--- src/common/mmu_types_pkg.sv ---
`default_nettype none

package mmu_types_pkg;

    // Address fields of a 4 KB page pair
    typedef logic [18:0] vpn2_t;
    typedef logic [7:0]  asid_t;
    typedef logic [19:0] pfn_t;
    typedef logic [2:0]  cattr_t;
    typedef logic [31:0] vaddr_t;
    typedef logic [31:0] paddr_t;

    // One page of an even/odd pair
    typedef struct packed {
        pfn_t   pfn;
        cattr_t c;
        logic   d;  // Dirty, store allowed
        logic   v;
    } page_lo_t;

    typedef struct packed {
        vpn2_t    vpn2;
        asid_t    asid;
        logic     g;
        page_lo_t lo0;   // Even page
        page_lo_t lo1;   // Odd page
    } tlb_entry_t;

    // Lookup result of one port
    typedef struct packed {
        logic     found;
        page_lo_t lo0;
        page_lo_t lo1;
    } tlb_hit_t;

endpackage

`default_nettype wire

--- src/common/mmu_op_pkg.sv ---
`default_nettype none

package mmu_op_pkg;

    typedef enum logic [1:0] {TLBWI, TLBWR, TLBR, TLBP} tlb_op_e;

    typedef enum logic [1:0] {EXC_NONE, EXC_REFILL, EXC_INVALID, EXC_MOD} mmu_exc_e;

    typedef struct packed {
        mmu_types_pkg::vaddr_t vaddr;
        logic                  store;
    } xlate_req_t;

    typedef struct packed {
        mmu_types_pkg::paddr_t paddr;
        mmu_types_pkg::cattr_t c;
        mmu_exc_e              exc;
    } xlate_rsp_t;

    // Index field is sized for up to 16 entries
    typedef struct packed {
        tlb_op_e                   op;
        logic [3:0]                index;
        mmu_types_pkg::tlb_entry_t entry;
    } tlb_cmd_t;

    typedef struct packed {
        logic                      found;
        logic [3:0]                index;
        mmu_types_pkg::tlb_entry_t entry;
    } tlb_res_t;

endpackage

`default_nettype wire

--- src/jtlb/jtlb.sv ---
`default_nettype none
`timescale 1ns/1ns

module jtlb #(
    parameter int TLBNUM = 16
) (
    input  wire                            clk,
    input  wire                            reset,
    input  wire mmu_types_pkg::asid_t      asid,
    input  wire mmu_types_pkg::vpn2_t      i_vpn2,
    output mmu_types_pkg::tlb_hit_t        i_hit,
    input  wire mmu_types_pkg::vpn2_t      d_vpn2,
    output mmu_types_pkg::tlb_hit_t        d_hit,
    output logic [$clog2(TLBNUM)-1:0]      d_index,
    input  wire                            we,
    input  wire [$clog2(TLBNUM)-1:0]       w_index,
    input  wire mmu_types_pkg::tlb_entry_t w_entry,
    input  wire [$clog2(TLBNUM)-1:0]       r_index,
    output mmu_types_pkg::tlb_entry_t      r_entry
);
    import mmu_types_pkg::*;

    localparam int IW = $clog2(TLBNUM);

    tlb_entry_t        entries [TLBNUM];
    vpn2_t             i_vpn2_q;
    vpn2_t             d_vpn2_q;
    asid_t             asid_q;
    logic [IW-1:0]     r_index_q;
    logic [TLBNUM-1:0] i_match;
    logic [TLBNUM-1:0] d_match;
    logic [IW-1:0]     i_index;

    // Compare one registered vpn2 against every entry
    function automatic logic [TLBNUM-1:0] match_vec(input vpn2_t vpn2);
        logic [TLBNUM-1:0] m;
        for (int k = 0; k < TLBNUM; k++) begin
            m[k] = (entries[k].vpn2 == vpn2) &&
                   ((entries[k].asid == asid_q) || entries[k].g);
        end
        return m;
    endfunction

    // One-hot to binary
    function automatic logic [IW-1:0] encode(input logic [TLBNUM-1:0] m);
        logic [IW-1:0] idx;
        idx = '0;
        for (int k = 0; k < TLBNUM; k++) begin
            if (m[k]) idx = IW'(k);
        end
        return idx;
    endfunction

    always_ff @(posedge clk) begin
        if (reset) begin
            for (int k = 0; k < TLBNUM; k++) begin
                entries[k] <= '0;  // All invalid
            end
        end else if (we) begin
            entries[w_index] <= w_entry;
        end
    end

    always_ff @(posedge clk) begin
        i_vpn2_q  <= i_vpn2;
        d_vpn2_q  <= d_vpn2;
        asid_q    <= asid;
        r_index_q <= r_index;
    end

    always_comb begin
        i_match = match_vec(i_vpn2_q);
        d_match = match_vec(d_vpn2_q);
        i_index = encode(i_match);
        d_index = encode(d_match);

        i_hit.found = |i_match;
        i_hit.lo0   = entries[i_index].lo0;
        i_hit.lo1   = entries[i_index].lo1;

        d_hit.found = |d_match;  // Also the tlbp result
        d_hit.lo0   = entries[d_index].lo0;
        d_hit.lo1   = entries[d_index].lo1;
    end

    assign r_entry = entries[r_index_q];

    // Overlapping entries are a software error
    a_single_match: assert property (@(posedge clk) disable iff (reset)
        $onehot0(i_match) && $onehot0(d_match))
        else $error("jtlb: more than one entry matches a lookup");

endmodule

`default_nettype wire

--- src/logic/addr_translate.sv ---
`default_nettype none
`timescale 1ns/1ns

module addr_translate (
    input  wire                          clk,
    input  wire                          reset,
    input  wire                          grant,
    input  wire                          req_valid,
    output logic                         req_ready,
    input  wire mmu_op_pkg::xlate_req_t  req,
    output logic                         rsp_valid,
    input  wire                          rsp_ready,
    output mmu_op_pkg::xlate_rsp_t       rsp,
    output mmu_types_pkg::vpn2_t         vpn2,
    input  wire mmu_types_pkg::tlb_hit_t hit
);
    import mmu_types_pkg::*;
    import mmu_op_pkg::*;

    logic        run_q;     // Low through reset
    logic        own_q;     // Lookup port was ours last cycle
    logic        s_valid;
    vpn2_t       s_vpn2;
    logic [11:0] s_off;
    logic        s_odd;
    logic        s_store;
    logic        rsp_free;
    logic        stage_adv;
    page_lo_t    lo;
    mmu_exc_e    exc;
    xlate_rsp_t  rsp_next;

    assign rsp_free  = !rsp_valid || rsp_ready;
    assign stage_adv = s_valid && rsp_free && own_q;
    assign req_ready = run_q && grant && (!s_valid || stage_adv);

    // Re-present the held vpn2 so the lookup stays current
    assign vpn2 = req_ready ? req.vaddr[31:13] : s_vpn2;

    always_comb begin
        lo = s_odd ? hit.lo1 : hit.lo0;
        if (!hit.found) begin
            exc = EXC_REFILL;
        end else if (!lo.v) begin
            exc = EXC_INVALID;
        end else if (s_store && !lo.d) begin
            exc = EXC_MOD;
        end else begin
            exc = EXC_NONE;
        end
        rsp_next.paddr = (exc == EXC_NONE) ? {lo.pfn, s_off} : '0;
        rsp_next.c     = lo.c;
        rsp_next.exc   = exc;
    end

    always_ff @(posedge clk) begin
        if (reset) begin
            run_q     <= 1'b0;
            own_q     <= 1'b0;
            s_valid   <= 1'b0;
            rsp_valid <= 1'b0;
        end else begin
            run_q <= 1'b1;
            own_q <= grant;
            if (req_valid && req_ready) begin
                s_valid <= 1'b1;
            end else if (stage_adv) begin
                s_valid <= 1'b0;
            end
            if (stage_adv) begin
                rsp_valid <= 1'b1;
            end else if (rsp_ready) begin
                rsp_valid <= 1'b0;
            end
        end
    end

    always_ff @(posedge clk) begin
        if (req_valid && req_ready) begin
            s_vpn2  <= req.vaddr[31:13];
            s_off   <= req.vaddr[11:0];
            s_odd   <= req.vaddr[12];   // Even/odd page select
            s_store <= req.store;
        end
        if (stage_adv) rsp <= rsp_next;
    end

    a_rsp_hold: assert property (@(posedge clk) disable iff (reset)
        rsp_valid && !rsp_ready |=> rsp_valid && $stable(rsp))
        else $error("addr_translate: response changed while stalled");

endmodule

`default_nettype wire

--- src/logic/mmu_top.sv ---
`default_nettype none
`timescale 1ns/1ns

module mmu_top #(
    parameter int TLBNUM = 16
) (
    input  wire                          clk,
    input  wire                          reset,
    input  wire mmu_types_pkg::asid_t    asid,
    input  wire                          i_req_valid,
    output logic                         i_req_ready,
    input  wire mmu_op_pkg::xlate_req_t  i_req,
    output logic                         i_rsp_valid,
    input  wire                          i_rsp_ready,
    output mmu_op_pkg::xlate_rsp_t       i_rsp,
    input  wire                          d_req_valid,
    output logic                         d_req_ready,
    input  wire mmu_op_pkg::xlate_req_t  d_req,
    output logic                         d_rsp_valid,
    input  wire                          d_rsp_ready,
    output mmu_op_pkg::xlate_rsp_t       d_rsp,
    input  wire                          cmd_valid,
    output logic                         cmd_ready,
    input  wire mmu_op_pkg::tlb_cmd_t    cmd,
    output logic                         res_valid,
    input  wire                          res_ready,
    output mmu_op_pkg::tlb_res_t         res
);
    import mmu_types_pkg::*;
    import mmu_op_pkg::*;

    localparam int IW = $clog2(TLBNUM);

    xlate_req_t    i_req_load;
    vpn2_t         i_vpn2;
    tlb_hit_t      i_hit;
    vpn2_t         data_vpn2;
    vpn2_t         d_vpn2;
    tlb_hit_t      d_hit;
    logic [IW-1:0] d_index;
    logic          data_grant;
    logic          we;
    logic [IW-1:0] w_index;
    tlb_entry_t    w_entry;
    logic [IW-1:0] r_index;
    tlb_entry_t    r_entry;

    // Fetches never store
    assign i_req_load.vaddr = i_req.vaddr;
    assign i_req_load.store = 1'b0;

    jtlb #(.TLBNUM(TLBNUM)) u_jtlb (
        .clk(clk), .reset(reset), .asid(asid),
        .i_vpn2(i_vpn2), .i_hit(i_hit),
        .d_vpn2(d_vpn2), .d_hit(d_hit), .d_index(d_index),
        .we(we), .w_index(w_index), .w_entry(w_entry),
        .r_index(r_index), .r_entry(r_entry)
    );

    addr_translate itrans (
        .clk(clk), .reset(reset), .grant(1'b1),
        .req_valid(i_req_valid), .req_ready(i_req_ready), .req(i_req_load),
        .rsp_valid(i_rsp_valid), .rsp_ready(i_rsp_ready), .rsp(i_rsp),
        .vpn2(i_vpn2), .hit(i_hit)
    );

    addr_translate dtrans (
        .clk(clk), .reset(reset), .grant(data_grant),
        .req_valid(d_req_valid), .req_ready(d_req_ready), .req(d_req),
        .rsp_valid(d_rsp_valid), .rsp_ready(d_rsp_ready), .rsp(d_rsp),
        .vpn2(data_vpn2), .hit(d_hit)
    );

    tlb_op_ctrl #(.TLBNUM(TLBNUM)) u_ctrl (
        .clk(clk), .reset(reset),
        .cmd_valid(cmd_valid), .cmd_ready(cmd_ready), .cmd(cmd),
        .res_valid(res_valid), .res_ready(res_ready), .res(res),
        .data_vpn2(data_vpn2), .data_grant(data_grant),
        .d_vpn2(d_vpn2), .d_hit(d_hit), .d_index(d_index),
        .we(we), .w_index(w_index), .w_entry(w_entry),
        .r_index(r_index), .r_entry(r_entry)
    );

endmodule

`default_nettype wire

--- src/logic/tlb_op_ctrl.sv ---
`default_nettype none
`timescale 1ns/1ns

module tlb_op_ctrl #(
    parameter int TLBNUM = 16
) (
    input  wire                            clk,
    input  wire                            reset,
    input  wire                            cmd_valid,
    output logic                           cmd_ready,
    input  wire mmu_op_pkg::tlb_cmd_t      cmd,
    output logic                           res_valid,
    input  wire                            res_ready,
    output mmu_op_pkg::tlb_res_t           res,
    input  wire mmu_types_pkg::vpn2_t      data_vpn2,
    output logic                           data_grant,
    output mmu_types_pkg::vpn2_t           d_vpn2,
    input  wire mmu_types_pkg::tlb_hit_t   d_hit,
    input  wire [$clog2(TLBNUM)-1:0]       d_index,
    output logic                           we,
    output logic [$clog2(TLBNUM)-1:0]      w_index,
    output mmu_types_pkg::tlb_entry_t      w_entry,
    output logic [$clog2(TLBNUM)-1:0]      r_index,
    input  wire mmu_types_pkg::tlb_entry_t r_entry
);
    import mmu_op_pkg::*;

    localparam int IW = $clog2(TLBNUM);

    typedef enum logic [1:0] {IDLE, PROBE, READ, HOLD} state_e;

    state_e        state;
    logic [IW-1:0] random_q;
    logic          accept;
    logic          probe_start;

    assign cmd_ready   = (state == IDLE);   // No result pending
    assign accept      = cmd_valid && cmd_ready;
    assign probe_start = accept && (cmd.op == TLBP);
    assign res_valid   = (state == HOLD);

    // Probe borrows the data lookup port
    assign d_vpn2     = probe_start ? cmd.entry.vpn2 : data_vpn2;
    assign data_grant = !(probe_start || state == PROBE);

    assign we      = accept && (cmd.op == TLBWI || cmd.op == TLBWR);
    assign w_index = (cmd.op == TLBWR) ? random_q : IW'(cmd.index);
    assign w_entry = cmd.entry;
    assign r_index = IW'(cmd.index);

    always_ff @(posedge clk) begin
        if (reset) begin
            state    <= IDLE;
            random_q <= IW'(TLBNUM - 1);
        end else begin
            random_q <= (random_q == '0) ? IW'(TLBNUM - 1) : random_q - IW'(1);
            case (state)
                IDLE: begin
                    if (probe_start) state <= PROBE;
                    else if (accept && cmd.op == TLBR) state <= READ;
                end
                PROBE, READ: state <= HOLD;
                HOLD: if (res_ready) state <= IDLE;
                default: state <= IDLE;
            endcase
        end
    end

    always_ff @(posedge clk) begin
        if (accept) res.index <= cmd.index;
        if (state == PROBE) begin
            res.found <= d_hit.found;
            res.index <= 4'(d_index);
            res.entry <= '0;
        end
        if (state == READ) begin
            res.found <= 1'b1;
            res.entry <= r_entry;   // Single g serves both halves
        end
    end

    a_cmd_hold: assert property (@(posedge clk) disable iff (reset)
        cmd_valid && !cmd_ready |=> cmd_valid)
        else $error("tlb_op_ctrl: command withdrawn before it was taken");

endmodule

`default_nettype wire

--- config.mk ---
export PLATFORM = sky130hd
export DESIGN_NAME = mmu_top
export DESIGN_NICKNAME = d
export VERILOG_FILES = /design/src/common/mmu_types_pkg.sv /design/src/common/mmu_op_pkg.sv /design/src/jtlb/jtlb.sv /design/src/logic/addr_translate.sv /design/src/logic/mmu_top.sv /design/src/logic/tlb_op_ctrl.sv
export SDC_FILE = /design/constraint.sdc
export NUM_CORES = 2
export LEC_CHECK = 0
export ABC_CLOCK_PERIOD_IN_PS = 6200
export CORE_UTILIZATION = 55
export DETAILED_ROUTE_END_ITERATION = 10
export DONT_BUFFER_PORTS = 1
export HOLD_SLACK_MARGIN = 0.08
export MAX_ROUTING_LAYER = met4
export PLACE_DENSITY = 0.66
export SETUP_SLACK_MARGIN = 0.1
export SKIP_LAST_GASP = 1
export SLEW_MARGIN = 40
export SYNTH_ARGS = -nofsm -noshare
export SYNTH_HDL_FRONTEND = slang
export SYNTH_HIERARCHICAL = 1
export SYNTH_SLANG_ARGS = --single-unit
--- constraint.sdc ---
create_clock -name clk -period 6.2 [get_ports clk]
set_clock_uncertainty 0.05 [all_clocks]
set_input_delay 0.93 -clock clk [delete_from_list [all_inputs] [get_ports clk]]
set_output_delay 0.93 -clock clk [all_outputs]
set_load 0.01 [all_outputs]
[Yosys cells after proc, flatten, opt, wreduce, memory -nomap -nowiden]
Memory sizes are Yosys's and may differ from the RTL's. A register that Yosys moved wholly into a read port is not among the register bits.
Cells that the tools add are included.
Word-level totals
  flip-flop bits (word level): 280
  memory bits (writable): 1248
  bits of input ports: 166
  output and inout port bits: 163
  word-level logic and storage cells: 251
  memories: 1
Cells by class
  add/sub/neg operators: 1
  equality and inequality tests: 56
  multiplexer cells: 65
  reduce and logical (&&, ||, !) cells: 91
Memories
  u_jtlb.entries: words 16, width 78, read ports 19, clocked after Yosys merged registers in 1, wr ports 16, RTL line jtlb.sv:25  | tlb_entry_t entries [TLBNUM];
Operators by type and width (number)
  19-bit == test: 32
  78-bit two-way mux: 2
  8-bit == test: 16
  82-bit two-way mux: 1
  78-bit OR reduction: 1
  4-bit two-way mux: 19
  19-bit two-way mux: 3
  25-bit two-way mux: 2
  1-bit logical AND: 46
  16-bit OR reduction: 2
  2-bit two-way mux: 12
  3-bit two-way mux: 8
  1-bit logical OR: 22
  1-bit two-way mux: 17
  2-bit nonzero test: 6
  2-bit == test, second input constant: 4
  2-bit zero test: 4
  1-bit zero test: 6
  2-bit case mux with 3 select lines: 1
  2-bit by 1-bit == test with 1-bit output, second input constant: 2
  4-bit zero test: 1
  2-bit OR reduction: 2
  4-bit by 1-bit subtractor with 4-bit output, second input constant: 1
  3-bit != test, second input constant: 1
  2 further kinds: 2

[Longest topological paths before layout]
An unclocked memory read counts as a cell.
  depth after elaboration: 27
  mapped depth: 19
  gate-level depth less buffers: 14

[By module]
Netlist, hierarchy kept.
Modules (own cells, without submodules)
  jtlb: times used 1, cells each 6224, area an instance 78771.8 um2, sequential area each 38476.9 um2
  addr_translate: times used 2, cells each 221, area an instance 3228.1 um2, sequential area each 2182.1 um2
  tlb_op_ctrl: times used 1, cells each 369, area an instance 4315.4 um2, sequential area each 2602.5 um2
  mmu_top: times used 1, cells each 2, area an instance 7.5 um2, sequential area each 0.0 um2

[Worst setup path before layout]
No wires, ideal clock.
  path kind: register to register
  start: register u_jtlb.asid_q[6]
  end: register itrans/rsp[10] (netlist name) (data pin)
  setup time: 0.261 ns
  arrival: 3.939 ns
  required time: 5.889 ns
  setup slack: 1.950 ns
  stages on the path, launching flop included: 19
  buffers on the path: 6
  clock period less this slack: 4.250 ns
  cell sequence: dfxtp_1 -> buf_2 -> buf_6 -> xor2_1 -> nor4_1 -> a21oi_1 -> nor3_1 -> o211ai_1 -> a211oi_1 -> or2_2 -> clkbuf_1 -> buf_2 -> buf_2 -> mux2i_1 -> o22ai_1 -> or4_1 -> o211ai_1 -> buf_2 -> a21oi_1
Between the ends
  cells in the longest elaborated chain, start to end: 23
  elaborated cells on any way between the ends: 69
  those cells by class: eq/ne (16); mux (18); reduce/logical (34); memory (1)
Ends and longest elaborated chain
  start, declared: RTL line jtlb.sv:28  | asid_t asid_q;
  start signal, assigned: RTL line jtlb.sv:67  | asid_q <= asid;
  8-bit == test: RTL line jtlb.sv:39  | ((entries[k].asid == asid_q) || entries[k].g);
  1-bit logical OR: RTL line jtlb.sv:39
  1-bit logical AND: RTL line jtlb.sv:38  | m[k] = (entries[k].vpn2 == vpn2) &&
  1-bit two-way mux: RTL line jtlb.sv:49  | if (m[k]) idx = IW'(k);
  2-bit two-way mux (2 in a row): RTL line jtlb.sv:49
  3-bit two-way mux (4 in a row): RTL line jtlb.sv:49
  4-bit two-way mux (8 in a row): RTL line jtlb.sv:49
  memory 16 x 78 bit
  25-bit two-way mux: RTL line addr_translate.sv:41  | lo = s_odd ? hit.lo1 : hit.lo0;
  2-bit two-way mux: RTL line addr_translate.sv:44  | end else if (!lo.v) begin
  2-bit two-way mux (*): RTL line addr_translate.sv:42  | if (!hit.found) begin
  2-bit zero test (*): RTL line addr_translate.sv:51  | rsp_next.paddr = (exc == EXC_NONE) ? {lo.pfn, s_off} : '0;
  end signal, assigned: RTL line addr_translate.sv:85  | if (stage_adv) rsp <= rsp_next;
  end, declared: RTL line addr_translate.sv:13  | output mmu_op_pkg::xlate_rsp_t rsp,
Every way passes the cells marked *; elsewhere a longest branch is shown, timed or not.
A chain may end at the register's enable or synchronous reset.

[Worst setup path in the final report]
  start: register u_jtlb.i_vpn2_q[4]
  end: register itrans/rsp[9] (netlist name) (data pin)
Between the ends
  cells in the longest elaborated chain, start to end: 22
  elaborated cells on any way between the ends: 53
  those cells by class: eq/ne (16); mux (18); reduce/logical (18); memory (1)
Ends and longest elaborated chain
  start, declared: RTL line jtlb.sv:26  | vpn2_t i_vpn2_q;
  start signal, assigned: RTL line jtlb.sv:65  | i_vpn2_q <= i_vpn2;
  19-bit == test: RTL line jtlb.sv:38
  1-bit logical AND: RTL line jtlb.sv:38
  1-bit two-way mux: RTL line jtlb.sv:49
  2-bit two-way mux (2 in a row): RTL line jtlb.sv:49
  3-bit two-way mux (4 in a row): RTL line jtlb.sv:49
  4-bit two-way mux (8 in a row): RTL line jtlb.sv:49
  memory 16 x 78 bit
  25-bit two-way mux: RTL line addr_translate.sv:41
  2-bit two-way mux: RTL line addr_translate.sv:44
  2-bit two-way mux (*): RTL line addr_translate.sv:42
  2-bit zero test (*): RTL line addr_translate.sv:51
Marked as above.

==> results.tsv <==
stage	metric	value	unit
timing	slew_viol_final	0	
route	drt_iter0_markers	11450	
place	gp_congestion	1.045	
logic_synthesis	syn_area	0.08955	mm²
worst_setup_path	crit_family	simple AND/OR/NAND/NOR gates	
worst_setup_path	worstPathMaxFanout	33	
place	io_buffer_count	0	
worst_setup_path	regToRegSetupSlack	0.17	ns
clock_network	root_buffer	clkbuf_16	
worst_setup_path	worstPathRequired	6.72	ns
cells_and_area	drive_above_1_share	0.2044	
route	drt_drc_violations_left	0	
logic_synthesis	synth_edf_count	1470	
route	first_pass_iters	9	
logic_synthesis	ys_types	73	
logic_synthesis	syn_area_per_cell	12.73	µm²
global_route	grt_pass1_vias	62340	
min_path	min_path_cells	1	
global_route	grt_max_degree	119	
worst_setup_path	r2r_start	u_jtlb/i_vpn2_q[4]	
worst_setup_path	crit_path_top_delay_cell	dfxtp_1	
die	io_pins	329	
min_path	holdCritStartpoint	reset	
logic_synthesis	synthCells	7037	
cells_and_area	fillers	12510	
logic_synthesis	yosysWarnings	6	
logic_synthesis	synthTopCellsByArea	edfxtp_1 (49%), mux4_2 (9.8%), and2_1 (9.3%)	
logic_synthesis	yosysTopAreaCellShare	0.4929	
clock_network	cts_resized	0	
timing	hold_ws	0.1309	ns
logic_synthesis	ys_ff_latch	1535	
timing	setup_violations	0	
global_route	antenna_found_initial	41	
worst_setup_path	start_kind	register	
logic_synthesis	ys.flop_type	edfxtp_1	
logic_synthesis	yosysTopAreaCell	edfxtp_1	
cells_and_area	area_growth	11.60	%
die	chipHeight	405.5	µm
route	wl_per_cell	38.67	µm
power_and_ir_drop	power_leakage	0.03851	µW
global_route	grt-ovfl-total	0	
die	initial_utilization	0.5558	
die	die_w	405.5	µm
min_path	hp-class	primary input to register	
timing	rsz0062_at_grt	no	
clock_network	cts_tree	done	
cells_and_area	nNetsFinal	7143	
power_and_ir_drop	power_per_cell_area	256.2	mW/mm²
clock_network	cts_htree_levels	4	
worst_setup_path	worstReg2RegEnd	itrans/rsp[9]	
clock_network	clock_sinks	1535	
route	finalWirelength	359.7	mm
logic_synthesis	async_reset_ff_frac	0	
die	dieArea	0.1644	mm²
timing	period_minus_slack	6.034	ns
timing	max_slew.worst_pin.slew	0.9826	ns
die	coreArea	0.1611	mm²
place	dp_hpwl	234.1	mm
worst_setup_path	critPathMaxStageDelay	0.65	ns
clock_network	clk_pin_slew	0.06	ns
worst_setup_path	path_cells	xor2_1 > nor4_1 > nand4_1 > nor3_1 > o211ai_1 > a211oi_1 > or2_4 > buf_4 > mux2i_1 > o22ai_1 > or4b_1 > o211ai_1 > buf_12 > a21oi_1	
timing	fin_crit_sh	0.9732	
route	vias	65380	
timing	fmax	165.7	MHz
global_route	grt_usage	0.4457	
logic_synthesis	synth_seq_area_share	0.5075	
outcome	status	completed	
clock_network	cts_buffers	169	
power_and_ir_drop	vdd_drop_max	0.3319	mV
worst_setup_path	crit_buf_inv	2	
route	antenna_left	0	
worst_setup_path	end_kind	register	
clock_network	clk_path_buf_depth	3	
cells_and_area	final_cells	9302	
timing	tns	0	ns
worst_setup_path	crit_top_cell	o211ai_1	
die	row_count	147	
route	viasPerCell	7.028	
place	dp.cells	8942	
worst_setup_path	cp.arrival	6.56	ns
worst_setup_path	r2r.worst_path.cells	14	
timing	hold_viol	0	
timing	maxSlewHeadroom	0.3449	
min_path	hold_path_end	dtrans/run_q	
global_route	grt_pass1_wl	490.0	mm
run	maxCapViolCount	0	
clock_network	clock_latency	0.85	ns
worst_setup_path	crit_type	register to register	
[sequential cells by signal (all words and copies together), names as in the netlist, 2 cells and up, named ones only]
signal           count
u_jtlb/entries    1248
u_ctrl/res          83
dtrans/rsp          37
itrans/rsp          37
dtrans/s_vpn2       19
itrans/s_vpn2       19
u_jtlb/d_vpn2_q     19
u_jtlb/i_vpn2_q     19
dtrans/s_off        12
itrans/s_off        12
u_jtlb/asid_q        8
u_ctrl/random_q      4
u_ctrl/state         2
[layout make-up]
type | instances | area [µm²] | area share
diodes | 30 | 75.07 | 0.0007512
clock buffers | 210 | 4548 | 0.04551
clock inverters | 101 | 923.4 | 0.009240
inverters | 23 | 86.33 | 0.0008639
multi-input cells | 4750 | 40930 | 0.4095
flip-flops and latches | 1535 | 45460 | 0.4549
well taps | 2160 | 2703 | 0.02704
repair buffers | 493 | 5213 | 0.05216
[per-layer routing]
layer / part of all wire / global-route usage / vias to the layer above
li1: - / - / 26030
met1: 0.38 / 0.6085 / 32770
met2: 0.41 / 0.5918 / 5606
met3: 0.17 / 0.1740 / 971
met4: 0.045 / 0.1752 / 0
met5: 0 / - / -
[cell families (layout without fill, tap and decap cells)]
group           count (synthesis)  in the layout  synth area share
mux                          1089           1089            0.1825
xor+xnor                      737            737           0.07208
flops                        1535           1535            0.5075
buf+inv                       754            827           0.04009
fa+ha+maj                       5              5         0.0006986
simple gates                 2114           2114            0.1399
other cells                     2             34        0.00008386
compound gates                801            801           0.05726
[how the worst max path moves through the flow]
stage | start | to | slack [ns] | depth (start not counted)
floorplan | u_jtlb/asid_q[6] | itrans/rsp[10] | 1.95 | 18
global placement | u_jtlb/i_vpn2_q[4] | itrans/rsp[29] | 0.54 | 14
finish | u_jtlb/i_vpn2_q[4] | itrans/rsp[9] | 0.17 | 14
CTS | u_jtlb/asid_q[2] | dtrans/rsp[8] | 0.41 | 19
global route | u_jtlb/asid_q[0] | dtrans/rsp[15] | 0.16 | 16
detailed placement | u_jtlb/asid_q[3] | dtrans/rsp[16] | 0.46 | 18
[layout by cell type, fill, tap and decap left out, types with 13 or more instances in the layout]
cell type,Yosys,layout
a2111oi_0,50,50
a21oi_1,231,230
a222oi_1,26,26
a22oi_1,50,50
and2_1,1328,1327
buf_12,0,112
buf_4,100,357
bufinv_16,0,15
clkbuf_1,447,29
clkbuf_16,0,173
clkinv_1,0,35
clkinv_2,0,29
dfxtp_1,65,60
diode_2,0,30
dlygate4sd3_1,0,13
edfxtp_1,1470,1470
inv_1,23,23
mux2_1,16,16
mux2_2,188,188
mux2_4,61,61
mux2i_1,434,434
mux4_2,390,390
nand2_1,156,151
nand3_1,233,232
nand4_1,106,106
nor2_1,58,38
nor2_4,1,21
nor3_1,32,28
nor4_1,87,83
o211ai_1,15,15
o21ai_0,164,160
o22a_1,51,51
o22ai_1,158,158
or2_4,0,17
or4_1,25,25
or4b_1,26,26
xnor2_1,405,405
xor2_1,332,331
[worst register-to-register path, delay by kind of cell (launching register included)]
| kind | cells | cell delay [ns] |
|---|---|---|
| flip-flops | 1 | 0.65 |
| AO/OA/AOI/OAI | 5 | 1.31 |
| multiplexers | 1 | 0.28 |
| AND/OR/NAND/NOR | 5 | 2.61 |
| buffers and inverters | 2 | 0.56 |
| XOR/XNOR | 1 | 0.32 |
[what timing repair did]
item                      in CTS  in global routing
hold endpoints to repair      18                  0
buffers inserted               0                  0
hold buffers                  13                  0
[metrics by stage]
step	instance area (µm²)	power [µW]	worst slack, ns	utilization
floorplan	89560	14300	1.950	-
global placement	93940	15470	0.5413	0.5831
detailed placement	94110	15510	0.4635	0.5841
CTS	99720	25510	0.4140	0.6189
global route	99910	26100	0.1636	0.6201
finish	99930	25600	0.1664	0.6203
[report_power, final]
part           internal (µW)  switching (µW)
sequential             11900             552
clock                   5820            4320
combinational           1160            1840
total                  18900            6710
[synthesized netlist by cell type, types with 7 or more instances]
cell / count
o22ai_1: 158
nor3_1: 32
dfxtp_1: 65
a22oi_1: 50
nand3_1: 233
a21oi_1: 231
a2111oi_0: 50
nand2b_1: 10
a222oi_1: 26
nor2b_1: 7
xnor2_1: 405
or2_2: 20
mux4_2: 390
a32oi_1: 8
o21ai_0: 164
o211ai_1: 15
a41o_1: 11
buf_2: 121
clkbuf_1: 447
or4b_1: 26
mux2_2: 188
xor2_1: 332
and2_1: 1328
inv_1: 23
and3_1: 9
buf_4: 100
nor4_1: 87
nand2_1: 156
or4_1: 25
buf_6: 31
nand4_1: 106
mux2_4: 61
buf_1: 32
o22a_1: 51
nor2_1: 58
mux2_1: 16
edfxtp_1: 1470
mux2i_1: 434
No activity file was read; power rests on OpenSTA's default activity.
